**src/common/prf_geometry_pkg.sv**
```systemverilog
// register file geometry: bank layout, register widths and data types
package prf_geometry_pkg;

    // --------------------
    // sizes

    // physical registers in the whole file
    localparam int PR_COUNT = 64;
    localparam int BANK_COUNT = 4;

    localparam int LOG_PR_COUNT = $clog2(PR_COUNT);
    localparam int LOG_BANK_COUNT = $clog2(BANK_COUNT);

    // low PR bits pick the bank, the rest pick the row
    localparam int UPPER_PR_WIDTH = LOG_PR_COUNT - LOG_BANK_COUNT;
    localparam int ROWS_PER_BANK = PR_COUNT / BANK_COUNT;

    localparam int DATA_WIDTH = 32;

    // read ports on each bank
    localparam int READ_PORTS = 2;

    // --------------------
    // types

    // full physical register number
    typedef logic [LOG_PR_COUNT-1:0] pr_t;

    // row inside one bank
    typedef logic [UPPER_PR_WIDTH-1:0] upper_pr_t;

    typedef logic [DATA_WIDTH-1:0] data_t;

endpackage

```
**src/common/prf_request_pkg.sv**
```systemverilog
// requester definitions: reader and writer counts and their bit-vector types
package prf_request_pkg;

    // --------------------
    // counts

    // read requesters
    localparam int RR_COUNT = 4;

    // write requesters
    localparam int WR_COUNT = 4;

    // --------------------
    // types

    // one bit per reader
    typedef logic [RR_COUNT-1:0] rr_vec_t;

    // one bit per writer
    typedef logic [WR_COUNT-1:0] wr_vec_t;

endpackage

```
**src/logic/masked_priority_picker.sv**
```systemverilog
// masked priority picker: one-hot grant of the highest request, masked requests first
`timescale 1ns/1ps

module masked_priority_picker #(
    parameter int WIDTH = 4
) (
    input  logic [WIDTH-1:0] req,
    input  logic [WIDTH-1:0] mask,
    output logic [WIDTH-1:0] grant
);

    logic [WIDTH-1:0] masked_req;
    logic [WIDTH-1:0] pick_src;

    assign masked_req = req & mask;

    // fall back to every request when nothing masked is pending
    assign pick_src = (|masked_req) ? masked_req : req;

    // --------------------
    // highest set bit

    // scan upward, later hits replace earlier ones
    always_comb begin
        grant = '0;
        for (int i = 0; i < WIDTH; i++) begin
            if (pick_src[i]) begin
                grant = '0;
                grant[i] = 1'b1;
            end
        end
    end

    // grant must come from req and name at most one requester
    always_comb begin
        assert final ($onehot0(grant) && ((grant & ~req) == '0))
        else $error("picker grant is not one-hot within req");
    end

endmodule

```
**src/logic/prf_bank_array.sv**
```systemverilog
// banked register storage: one write and two combinational reads per bank
`timescale 1ns/1ps

module prf_bank_array
    import prf_geometry_pkg::*;
(
    input  logic                                      CLK,
    input  logic                                      nRST,

    // write side, straight from the bus stage
    input  logic [BANK_COUNT-1:0]                     wb_bus_valid,
    input  upper_pr_t [BANK_COUNT-1:0]                wb_bus_row,
    input  data_t [BANK_COUNT-1:0]                    wb_bus_data,

    // read side
    input  upper_pr_t [BANK_COUNT-1:0][READ_PORTS-1:0] rd_row,
    output data_t [BANK_COUNT-1:0][READ_PORTS-1:0]     rd_data
);

    // --------------------
    // storage

    // distributed array, cleared on reset
    data_t [BANK_COUNT-1:0][ROWS_PER_BANK-1:0] mem;

    // at most one row per bank per cycle
    always_ff @(posedge CLK or negedge nRST) begin
        if (!nRST) begin
            mem <= '0;
        end else begin
            for (int b = 0; b < BANK_COUNT; b++) begin
                if (wb_bus_valid[b]) begin
                    mem[b][wb_bus_row[b]] <= wb_bus_data[b];
                end
            end
        end
    end

    // --------------------
    // reads

    // rows are already registered upstream
    always_comb begin
        for (int b = 0; b < BANK_COUNT; b++) begin
            for (int p = 0; p < READ_PORTS; p++) begin
                rd_data[b][p] = mem[b][rd_row[b][p]];
            end
        end
    end

endmodule

```
**src/logic/prf_top.sv**
```systemverilog
// physical register file top: read arbiter, writeback arbiter and banked array
`timescale 1ns/1ps

module prf_top
    import prf_geometry_pkg::*;
    import prf_request_pkg::*;
(
    input  logic                                      CLK,
    input  logic                                      nRST,

    // readers
    input  rr_vec_t                                   rd_req_valid,
    input  pr_t [RR_COUNT-1:0]                        rd_req_pr,
    output rr_vec_t                                   rd_ack,
    output rr_vec_t                                   rd_port,
    output data_t [BANK_COUNT-1:0][READ_PORTS-1:0]    rd_data,

    // writers
    input  wr_vec_t                                   wb_valid,
    input  data_t [WR_COUNT-1:0]                      wb_data,
    input  pr_t [WR_COUNT-1:0]                        wb_pr,
    output wr_vec_t                                   wb_ready,

    // writeback bus and forwarding
    output logic [BANK_COUNT-1:0]                     wb_bus_valid,
    output upper_pr_t [BANK_COUNT-1:0]                wb_bus_row,
    output data_t [BANK_COUNT-1:0]                    wb_bus_data,
    output data_t [BANK_COUNT-1:0]                    forward_data
);

    // registered read rows into the array
    upper_pr_t [BANK_COUNT-1:0][READ_PORTS-1:0] rd_row;

    prf_read_arbiter u_read_arb (
        .CLK         (CLK),
        .nRST        (nRST),
        .rd_req_valid(rd_req_valid),
        .rd_req_pr   (rd_req_pr),
        .rd_ack      (rd_ack),
        .rd_port     (rd_port),
        .rd_row      (rd_row)
    );

    prf_wb_arbiter u_wb_arb (
        .CLK         (CLK),
        .nRST        (nRST),
        .wb_valid    (wb_valid),
        .wb_data     (wb_data),
        .wb_pr       (wb_pr),
        .wb_ready    (wb_ready),
        .wb_bus_valid(wb_bus_valid),
        .wb_bus_row  (wb_bus_row),
        .wb_bus_data (wb_bus_data),
        .forward_data(forward_data)
    );

    // the bus stage writes the array in the cycle it is shown
    prf_bank_array u_array (
        .CLK         (CLK),
        .nRST        (nRST),
        .wb_bus_valid(wb_bus_valid),
        .wb_bus_row  (wb_bus_row),
        .wb_bus_data (wb_bus_data),
        .rd_row      (rd_row),
        .rd_data     (rd_data)
    );

endmodule

```
**src/read_path/prf_read_arbiter.sv**
```systemverilog
// read arbiter: holds unacknowledged reads and grants two ports per bank each cycle
`timescale 1ns/1ps

module prf_read_arbiter
    import prf_geometry_pkg::*;
    import prf_request_pkg::*;
(
    input  logic                                      CLK,
    input  logic                                      nRST,

    // requests by reader
    input  rr_vec_t                                   rd_req_valid,
    input  pr_t [RR_COUNT-1:0]                        rd_req_pr,

    // same-cycle answer by reader
    output rr_vec_t                                   rd_ack,
    output rr_vec_t                                   rd_port,

    // registered rows by bank and port
    output upper_pr_t [BANK_COUNT-1:0][READ_PORTS-1:0] rd_row
);

    // --------------------
    // signals

    // requests that lost last cycle
    rr_vec_t            held_valid;
    pr_t [RR_COUNT-1:0] held_pr;

    // priority mask from last cycle's acks
    rr_vec_t last_mask;
    rr_vec_t next_mask;

    // held request first, new request otherwise
    rr_vec_t            merged_valid;
    pr_t [RR_COUNT-1:0] merged_pr;

    rr_vec_t [BANK_COUNT-1:0] req_by_bank;
    rr_vec_t [BANK_COUNT-1:0] port0_grant;
    rr_vec_t [BANK_COUNT-1:0] port1_req;
    rr_vec_t [BANK_COUNT-1:0] port1_grant;

    upper_pr_t [BANK_COUNT-1:0][READ_PORTS-1:0] next_row;

    // --------------------
    // merge and route

    always_comb begin
        for (int rr = 0; rr < RR_COUNT; rr++) begin
            merged_valid[rr] = held_valid[rr] | rd_req_valid[rr];
            merged_pr[rr] = held_valid[rr] ? held_pr[rr] : rd_req_pr[rr];
        end

        // bank from the low PR bits
        for (int b = 0; b < BANK_COUNT; b++) begin
            for (int rr = 0; rr < RR_COUNT; rr++) begin
                req_by_bank[b][rr] = merged_valid[rr]
                    && (merged_pr[rr][LOG_BANK_COUNT-1:0] == LOG_BANK_COUNT'(b));
            end
        end
    end

    // --------------------
    // two ports per bank

    for (genvar b = 0; b < BANK_COUNT; b++) begin : g_bank
        // port 1 sees everything except port 0's winner
        assign port1_req[b] = req_by_bank[b] & ~port0_grant[b];

        masked_priority_picker #(
            .WIDTH(RR_COUNT)
        ) u_port0_pick (
            .req  (req_by_bank[b]),
            .mask (last_mask),
            .grant(port0_grant[b])
        );

        masked_priority_picker #(
            .WIDTH(RR_COUNT)
        ) u_port1_pick (
            .req  (port1_req[b]),
            .mask (last_mask),
            .grant(port1_grant[b])
        );
    end

    // ack, port, next mask and row select
    always_comb begin
        rd_ack = '0;
        rd_port = '0;
        for (int b = 0; b < BANK_COUNT; b++) begin
            rd_ack |= port0_grant[b] | port1_grant[b];
            rd_port |= port1_grant[b];
        end

        // every reader below the highest ack goes first next cycle
        next_mask = '0;
        for (int rr = RR_COUNT - 2; rr >= 0; rr--) begin
            next_mask[rr] = rd_ack[rr+1] | next_mask[rr+1];
        end

        // one-hot mux of the upper PR bits
        next_row = '0;
        for (int b = 0; b < BANK_COUNT; b++) begin
            for (int rr = 0; rr < RR_COUNT; rr++) begin
                next_row[b][0] |= merged_pr[rr][LOG_PR_COUNT-1:LOG_BANK_COUNT]
                    & {UPPER_PR_WIDTH{port0_grant[b][rr]}};
                next_row[b][1] |= merged_pr[rr][LOG_PR_COUNT-1:LOG_BANK_COUNT]
                    & {UPPER_PR_WIDTH{port1_grant[b][rr]}};
            end
        end
    end

    // --------------------
    // state

    always_ff @(posedge CLK or negedge nRST) begin
        if (!nRST) begin
            held_valid <= '0;
            held_pr <= '0;
            last_mask <= '0;
            rd_row <= '0;
        end else begin
            held_valid <= merged_valid & ~rd_ack;
            held_pr <= merged_pr;
            last_mask <= next_mask;
            rd_row <= next_row;
        end
    end

    // a reader waits for its ack before asking again
    for (genvar rr = 0; rr < RR_COUNT; rr++) begin : g_req_check
        held_blocks_new_req: assert property (
            @(posedge CLK) disable iff (!nRST)
            held_valid[rr] |-> !rd_req_valid[rr]
        ) else $error("reader %0d requested while its read was held", rr);
    end

endmodule

```
**src/write_path/prf_wb_arbiter.sv**
```systemverilog
// writeback arbiter: per-writer holding buffer, one write per bank, bus stage and forwarding
`timescale 1ns/1ps

module prf_wb_arbiter
    import prf_geometry_pkg::*;
    import prf_request_pkg::*;
(
    input  logic                       CLK,
    input  logic                       nRST,

    // writebacks by writer
    input  wr_vec_t                    wb_valid,
    input  data_t [WR_COUNT-1:0]       wb_data,
    input  pr_t [WR_COUNT-1:0]         wb_pr,
    output wr_vec_t                    wb_ready,

    // writeback bus by bank
    output logic [BANK_COUNT-1:0]      wb_bus_valid,
    output upper_pr_t [BANK_COUNT-1:0] wb_bus_row,
    output data_t [BANK_COUNT-1:0]     wb_bus_data,

    // bus data one cycle later
    output data_t [BANK_COUNT-1:0]     forward_data
);

    // --------------------
    // signals

    // one-entry buffer per writer
    wr_vec_t              buf_valid;
    data_t [WR_COUNT-1:0] buf_data;
    pr_t [WR_COUNT-1:0]   buf_pr;

    // what each writer offers this cycle
    wr_vec_t              cand_valid;
    data_t [WR_COUNT-1:0] cand_data;
    pr_t [WR_COUNT-1:0]   cand_pr;

    wr_vec_t [BANK_COUNT-1:0] req_by_bank;
    wr_vec_t [BANK_COUNT-1:0] grant_by_bank;
    wr_vec_t                  wb_ack;

    wr_vec_t last_mask;
    wr_vec_t next_mask;

    logic [BANK_COUNT-1:0]      next_bus_valid;
    upper_pr_t [BANK_COUNT-1:0] next_bus_row;
    data_t [BANK_COUNT-1:0]     next_bus_data;

    // --------------------
    // ready

    // from valid and buffer state only, so it settles early in the cycle
    assign wb_ready = ~(wb_valid & buf_valid);

    // --------------------
    // candidates

    // a full buffer always goes before the writer's current item
    always_comb begin
        for (int wr = 0; wr < WR_COUNT; wr++) begin
            cand_valid[wr] = buf_valid[wr] | wb_valid[wr];
            cand_data[wr] = buf_valid[wr] ? buf_data[wr] : wb_data[wr];
            cand_pr[wr] = buf_valid[wr] ? buf_pr[wr] : wb_pr[wr];
        end

        for (int b = 0; b < BANK_COUNT; b++) begin
            for (int wr = 0; wr < WR_COUNT; wr++) begin
                req_by_bank[b][wr] = cand_valid[wr]
                    && (cand_pr[wr][LOG_BANK_COUNT-1:0] == LOG_BANK_COUNT'(b));
            end
        end
    end

    // one winner per bank
    for (genvar b = 0; b < BANK_COUNT; b++) begin : g_bank
        masked_priority_picker #(
            .WIDTH(WR_COUNT)
        ) u_bank_pick (
            .req  (req_by_bank[b]),
            .mask (last_mask),
            .grant(grant_by_bank[b])
        );
    end

    // --------------------
    // bus select and mask

    always_comb begin
        wb_ack = '0;
        for (int b = 0; b < BANK_COUNT; b++) begin
            wb_ack |= grant_by_bank[b];
        end

        next_mask = '0;
        for (int wr = WR_COUNT - 2; wr >= 0; wr--) begin
            next_mask[wr] = wb_ack[wr+1] | next_mask[wr+1];
        end

        // AND-OR mux on the one-hot grant
        for (int b = 0; b < BANK_COUNT; b++) begin
            next_bus_valid[b] = |req_by_bank[b];
            next_bus_row[b] = '0;
            next_bus_data[b] = '0;
            for (int wr = 0; wr < WR_COUNT; wr++) begin
                next_bus_row[b] |= cand_pr[wr][LOG_PR_COUNT-1:LOG_BANK_COUNT]
                    & {UPPER_PR_WIDTH{grant_by_bank[b][wr]}};
                next_bus_data[b] |= cand_data[wr] & {DATA_WIDTH{grant_by_bank[b][wr]}};
            end
        end
    end

    // --------------------
    // state

    always_ff @(posedge CLK or negedge nRST) begin
        if (!nRST) begin
            buf_valid <= '0;
            buf_data <= '0;
            buf_pr <= '0;
            last_mask <= '0;
            wb_bus_valid <= '0;
            wb_bus_row <= '0;
            wb_bus_data <= '0;
            forward_data <= '0;
        end else begin
            // losers stay or move into the buffer
            buf_valid <= cand_valid & ~wb_ack;
            for (int wr = 0; wr < WR_COUNT; wr++) begin
                if (!buf_valid[wr]) begin
                    buf_data[wr] <= wb_data[wr];
                    buf_pr[wr] <= wb_pr[wr];
                end
            end
            last_mask <= next_mask;
            wb_bus_valid <= next_bus_valid;
            wb_bus_row <= next_bus_row;
            wb_bus_data <= next_bus_data;
            forward_data <= wb_bus_data;
        end
    end

    // a stalled writer keeps its item steady until it is taken
    for (genvar wr = 0; wr < WR_COUNT; wr++) begin : g_stall_check
        stalled_writer_holds: assert property (
            @(posedge CLK) disable iff (!nRST)
            (wb_valid[wr] && !wb_ready[wr])
                |=> (wb_valid[wr] && $stable(wb_data[wr]) && $stable(wb_pr[wr]))
        ) else $error("writer %0d changed its item while stalled", wr);
    end

endmodule
```
**config.mk**
```make
export PLATFORM = sky130hd
export DESIGN_NAME = prf_top
export DESIGN_NICKNAME = d
export VERILOG_FILES = /design/src/common/prf_geometry_pkg.sv /design/src/common/prf_request_pkg.sv /design/src/logic/masked_priority_picker.sv /design/src/logic/prf_bank_array.sv /design/src/logic/prf_top.sv /design/src/read_path/prf_read_arbiter.sv /design/src/write_path/prf_wb_arbiter.sv
export SDC_FILE = /design/constraint.sdc
export NUM_CORES = 2
export LEC_CHECK = 0
export BUFFER_PORTS_ARGS = -buffer_cell sky130_fd_sc_hd__buf_2
export CORE_MARGIN = 10
export CORE_UTILIZATION = 50
export CTS_CLUSTER_SIZE = 8
export DETAILED_ROUTE_END_ITERATION = 6
export PLACE_DENSITY = 0.67
export SYNTH_ARGS = -nofsm -noshare
export SYNTH_HDL_FRONTEND = slang
export SYNTH_SLANG_ARGS = --single-unit
```
**constraint.sdc**
```tcl
create_clock -name CLK -period 5 [get_ports CLK]
set_input_delay 1 -clock CLK [delete_from_list [all_inputs] [get_ports CLK]]
set_output_delay 1 -clock CLK [all_outputs]
set_load 0.01 [all_outputs]
```
==> impl_metrics.csv <==
group,metric,value,unit
run_status,status,"finished, final reports clean",
logic_synthesis,syn_inst,7791,
layout,final_area,0.1450,mm²
drt,finalWirelength,421200,µm
logic_synthesis,netlist_area,0.1267,mm²
placement,place_hpwl,271300,µm
clock_network,htreeDepth,5,
logic_synthesis,ys_top_cells_by_area,"dfrtp_1 50%, mux4_2 23%, mux2_2 19%",
sta,finalMaxSlewViolations,0,
clock_network,cts.sink_count,2546,
global_routing,track_usage,0.3032,
floorplan,fp.dieH,523.4,µm
placement,gp_congestion,0.9068,
logic_synthesis,syn-num-nets,7977,
global_routing,antenna_found_initial,88,
sta,postLayoutSetupSlackWorst,0.1394,ns
placement,place_area,0.1351,mm²
drt,initialDrtViolationCount,8162,
drt,ant_nets,0,
sta,timing.slew.headroom,0.2072,
min_path,hold_path_class,"input pin to flop",
layout,seq_area,0.06381,mm²
logic_synthesis,synth_top_area_frac,0.5027,
drt,viasPerCell,6.774,
layout,multi_input_area,0.06040,mm²
sta,skew,0.08177,ns
power,power_leakage,64.22,nW
min_path,min_path_cells,3,
worst_setup_path,path_cells,"nand4bb_4, a21oi_4, xnor2_1, o211a_1, or4_4, or4b_4, buf_2",
sta,tightest_slew,1.156,ns
worst_setup_path,crit_type,"flop to output pin",
power,seqPwrFrac,0.367,
worst_setup_path,ff2ff_path_depth,7,
drt,dr_total_vias,80489,
worst_setup_path,cp_data_required_time,4.00,ns
logic_synthesis,async_flop_share,1.000,
sta,period_needed,4.861,ns
sta,fmax,205.7,MHz
logic_synthesis,ys_types,81,
drt,first_pass_iters,6,
layout,drive_above_1_share,0.5843,
layout,layout_commonest_cell,"dfrtp_1",
power,comb_power_share,0.415,
power,irDropWorstVdd,0.0003926,V
logic_synthesis,synthFlopType,"dfrtp_1",
clock_network,tritoncts,"yes",
sta,fin_crit_sh,0.9721,
power,switching_share,0.3704,
clock_network,cts_root_buf,"clkbuf_16",
sta,hold_viol,0,
global_routing,grt_start_max_net_pins,168,
worst_setup_path,max_stage_delay,0.61,ns
global_routing,grt_pass1_wl,608400,µm
layout,fillCellCount,19286,
power,power_density,690.4,mW/mm²
power,p_int,0.06301,W
layout,area_delta_synth_final,14.39,%
placement,port_buffers,729,
layout,fin_nets,8632,
power,p_sw,0.03707,W
worst_setup_path,start_kind,"flop",
clock_network,clk_pin_slew_worst_paths,0.05,ns
sta,finalSetupViolations,0,
logic_synthesis,synth-seq-cells,2546,
worst_setup_path,cp.arrival,3.86,ns
logic_synthesis,yosysWarnings,0,
clock_network,cts_buffers,370,
logic_synthesis,synth_edf_count,0,
floorplan,fp-row-count,184,
logic_synthesis,yosys.area.top_type,"dfrtp_1",
clock_network,worstSkewPairLatency,0.99,ns
logic_synthesis,synth_seq_area_share,0.5027,
power,pwr-share-clk,0.218,
worst_setup_path,critPathSlowestCell,"or4b_4",
drt,routedWlPerCell,35.45,µm
logic_synthesis,synthesis.area_per_instance,16.27,µm²
global_routing,grt_pass1_vias,84270,
floorplan,ios,730,
floorplan,fp.dieW,523.4,µm
worst_setup_path,worst-path-max-fanout,15,
global_routing,grt-ovfl-total,0,
run,maxCapViolCount,0,
floorplan,core,0.2519,mm²
layout,final_cell_mix,"2,506 x dfrtp_1, 2,132 x mux2_2, 1,280 x mux4_2",
drt,post-route-drc-count,0,
clock_network,cts.path.max_buffers,4,
floorplan,die_area,0.2740,mm²
worst_setup_path,endpoint_kind,"output pin",
floorplan,start_util,0.5032,
placement,preCtsSetupSlack,0.3501,ns
layer usage:
| metal | share of wire | track usage | vias to the layer above |
|---|---|---|---|
| met4 | 0.052 | 0.1418 | 26 |
| met3 | 0.079 | 0.06979 | 915 |
| li1 | - | - | 31789 |
| met5 | 0.00035 | 0 | - |
| met2 | 0.48 | 0.4779 | 3661 |
| met1 | 0.39 | 0.4023 | 44098 |
final timing paths:
check / startpoint / slack [ns] / to
setup / recovery: u_read_arb.held_valid[1] / 0.14 / rd_ack[3]
hold / removal: rd_req_pr[13] / 0.36 / u_read_arb.held_pr[13]
setup reg to reg: u_read_arb.held_valid[3] / 1.75 / u_read_arb.last_mask[0]
hold reg to reg: u_array.mem[194] / 0.52 / u_array.mem[194]
max in group asynchronous: nRST / 2.88 / u_read_arb.rd_row[16]
min in group asynchronous: nRST / 0.56 / u_array.mem[1361]
critical path: cells and delay by family, from the launching register on:
family / cells / cell delay (ns)
AOI/OAI and AO/OA: 2 / 0.59
xor gates and xnor gates: 1 / 0.12
and+or+nand+nor: 3 / 1.45
DFF: 1 / 0.58
buffers and inverters: 1 / 0.17
timing repair:
action / 4_1_cts / 5_1_grt
endpoints found under the setup margin: 3 / 4
gates cloned: 0 / 0
hold endpoints to repair: 16 / 0
pin swaps: 0 / 2
setup buffers: 0 / 6
hold buffers: 1 / 0
gates resized for setup: 6 / 10
cells by family after synthesis:
group,synth area share
mux,0.4236
flops,0.5027
buf+inv,0.02482
compound gates,0.03167
simple gates,0.01657
xor+xnor,0.0005529
registers in the layout, summed over array words and instances, names as in the netlist:
signal	cells
u_array.mem	2048
u_read_arb.held_pr	24
u_read_arb.held_valid	4
u_read_arb.last_mask	3
u_read_arb.rd_row	32
u_wb_arb.buf_data	128
u_wb_arb.buf_pr	24
u_wb_arb.buf_valid	4
u_wb_arb.forward_data	128
u_wb_arb.last_mask	3
u_wb_arb.wb_bus_data	128
u_wb_arb.wb_bus_row	16
u_wb_arb.wb_bus_valid	4
power groups by stage:
stage	sequential (W)	clock, W	combinational (W)
6_report	0.0367	0.0219	0.0415
4_1_cts	0.0365	0.0222	0.0416
2_1_floorplan	0.0330	0	0.0283
3_3_place_gp	0.0360	0	0.0408
5_1_grt	0.0377	0.0231	0.0437
3_5_place_dp	0.0368	0	0.0414
cell usage after synthesis, types with 24 or more instances:
| library cell | number |
|---|---|
| a22o_1 | 115 |
| buf_1 | 168 |
| clkbuf_1 | 552 |
| o221ai_1 | 126 |
| o22ai_1 | 51 |
| o21ai_0 | 33 |
| mux2i_1 | 85 |
| nor2_1 | 87 |
| nand2_1 | 165 |
| mux4_2 | 1280 |
| a221o_1 | 44 |
| nand3_1 | 24 |
| dfrtp_1 | 2546 |
| inv_1 | 102 |
| mux2_2 | 2132 |
| a21oi_1 | 32 |
stage by stage:
step	TNS (ns)	hold slack (ns)	util	std cells	total power, W
floorplan	0	0.4816	-	7791	0.06131
global placement	0	0.4995	0.5365	11415	0.07681
detailed placement	0	0.5090	0.5365	11415	0.07817
CTS	-0.04201	0.2718	0.5746	11821	0.1003
global route	-0.003934	0.3345	0.5754	11865	0.1045
finish	0	0.3596	0.5756	11882	0.1001
area by class of cell:
class                   count  area share
flip-flops and latches   2546      0.4402
inverters                 103    0.002667
diodes                     55   0.0009494
well taps                3348     0.02890
repair buffers           1011     0.04455
multi-input cells        4414      0.4167
clock inverters            12   0.0009494
clock buffers             393     0.06511
Note: power is estimated with default switching activity, not from simulation.
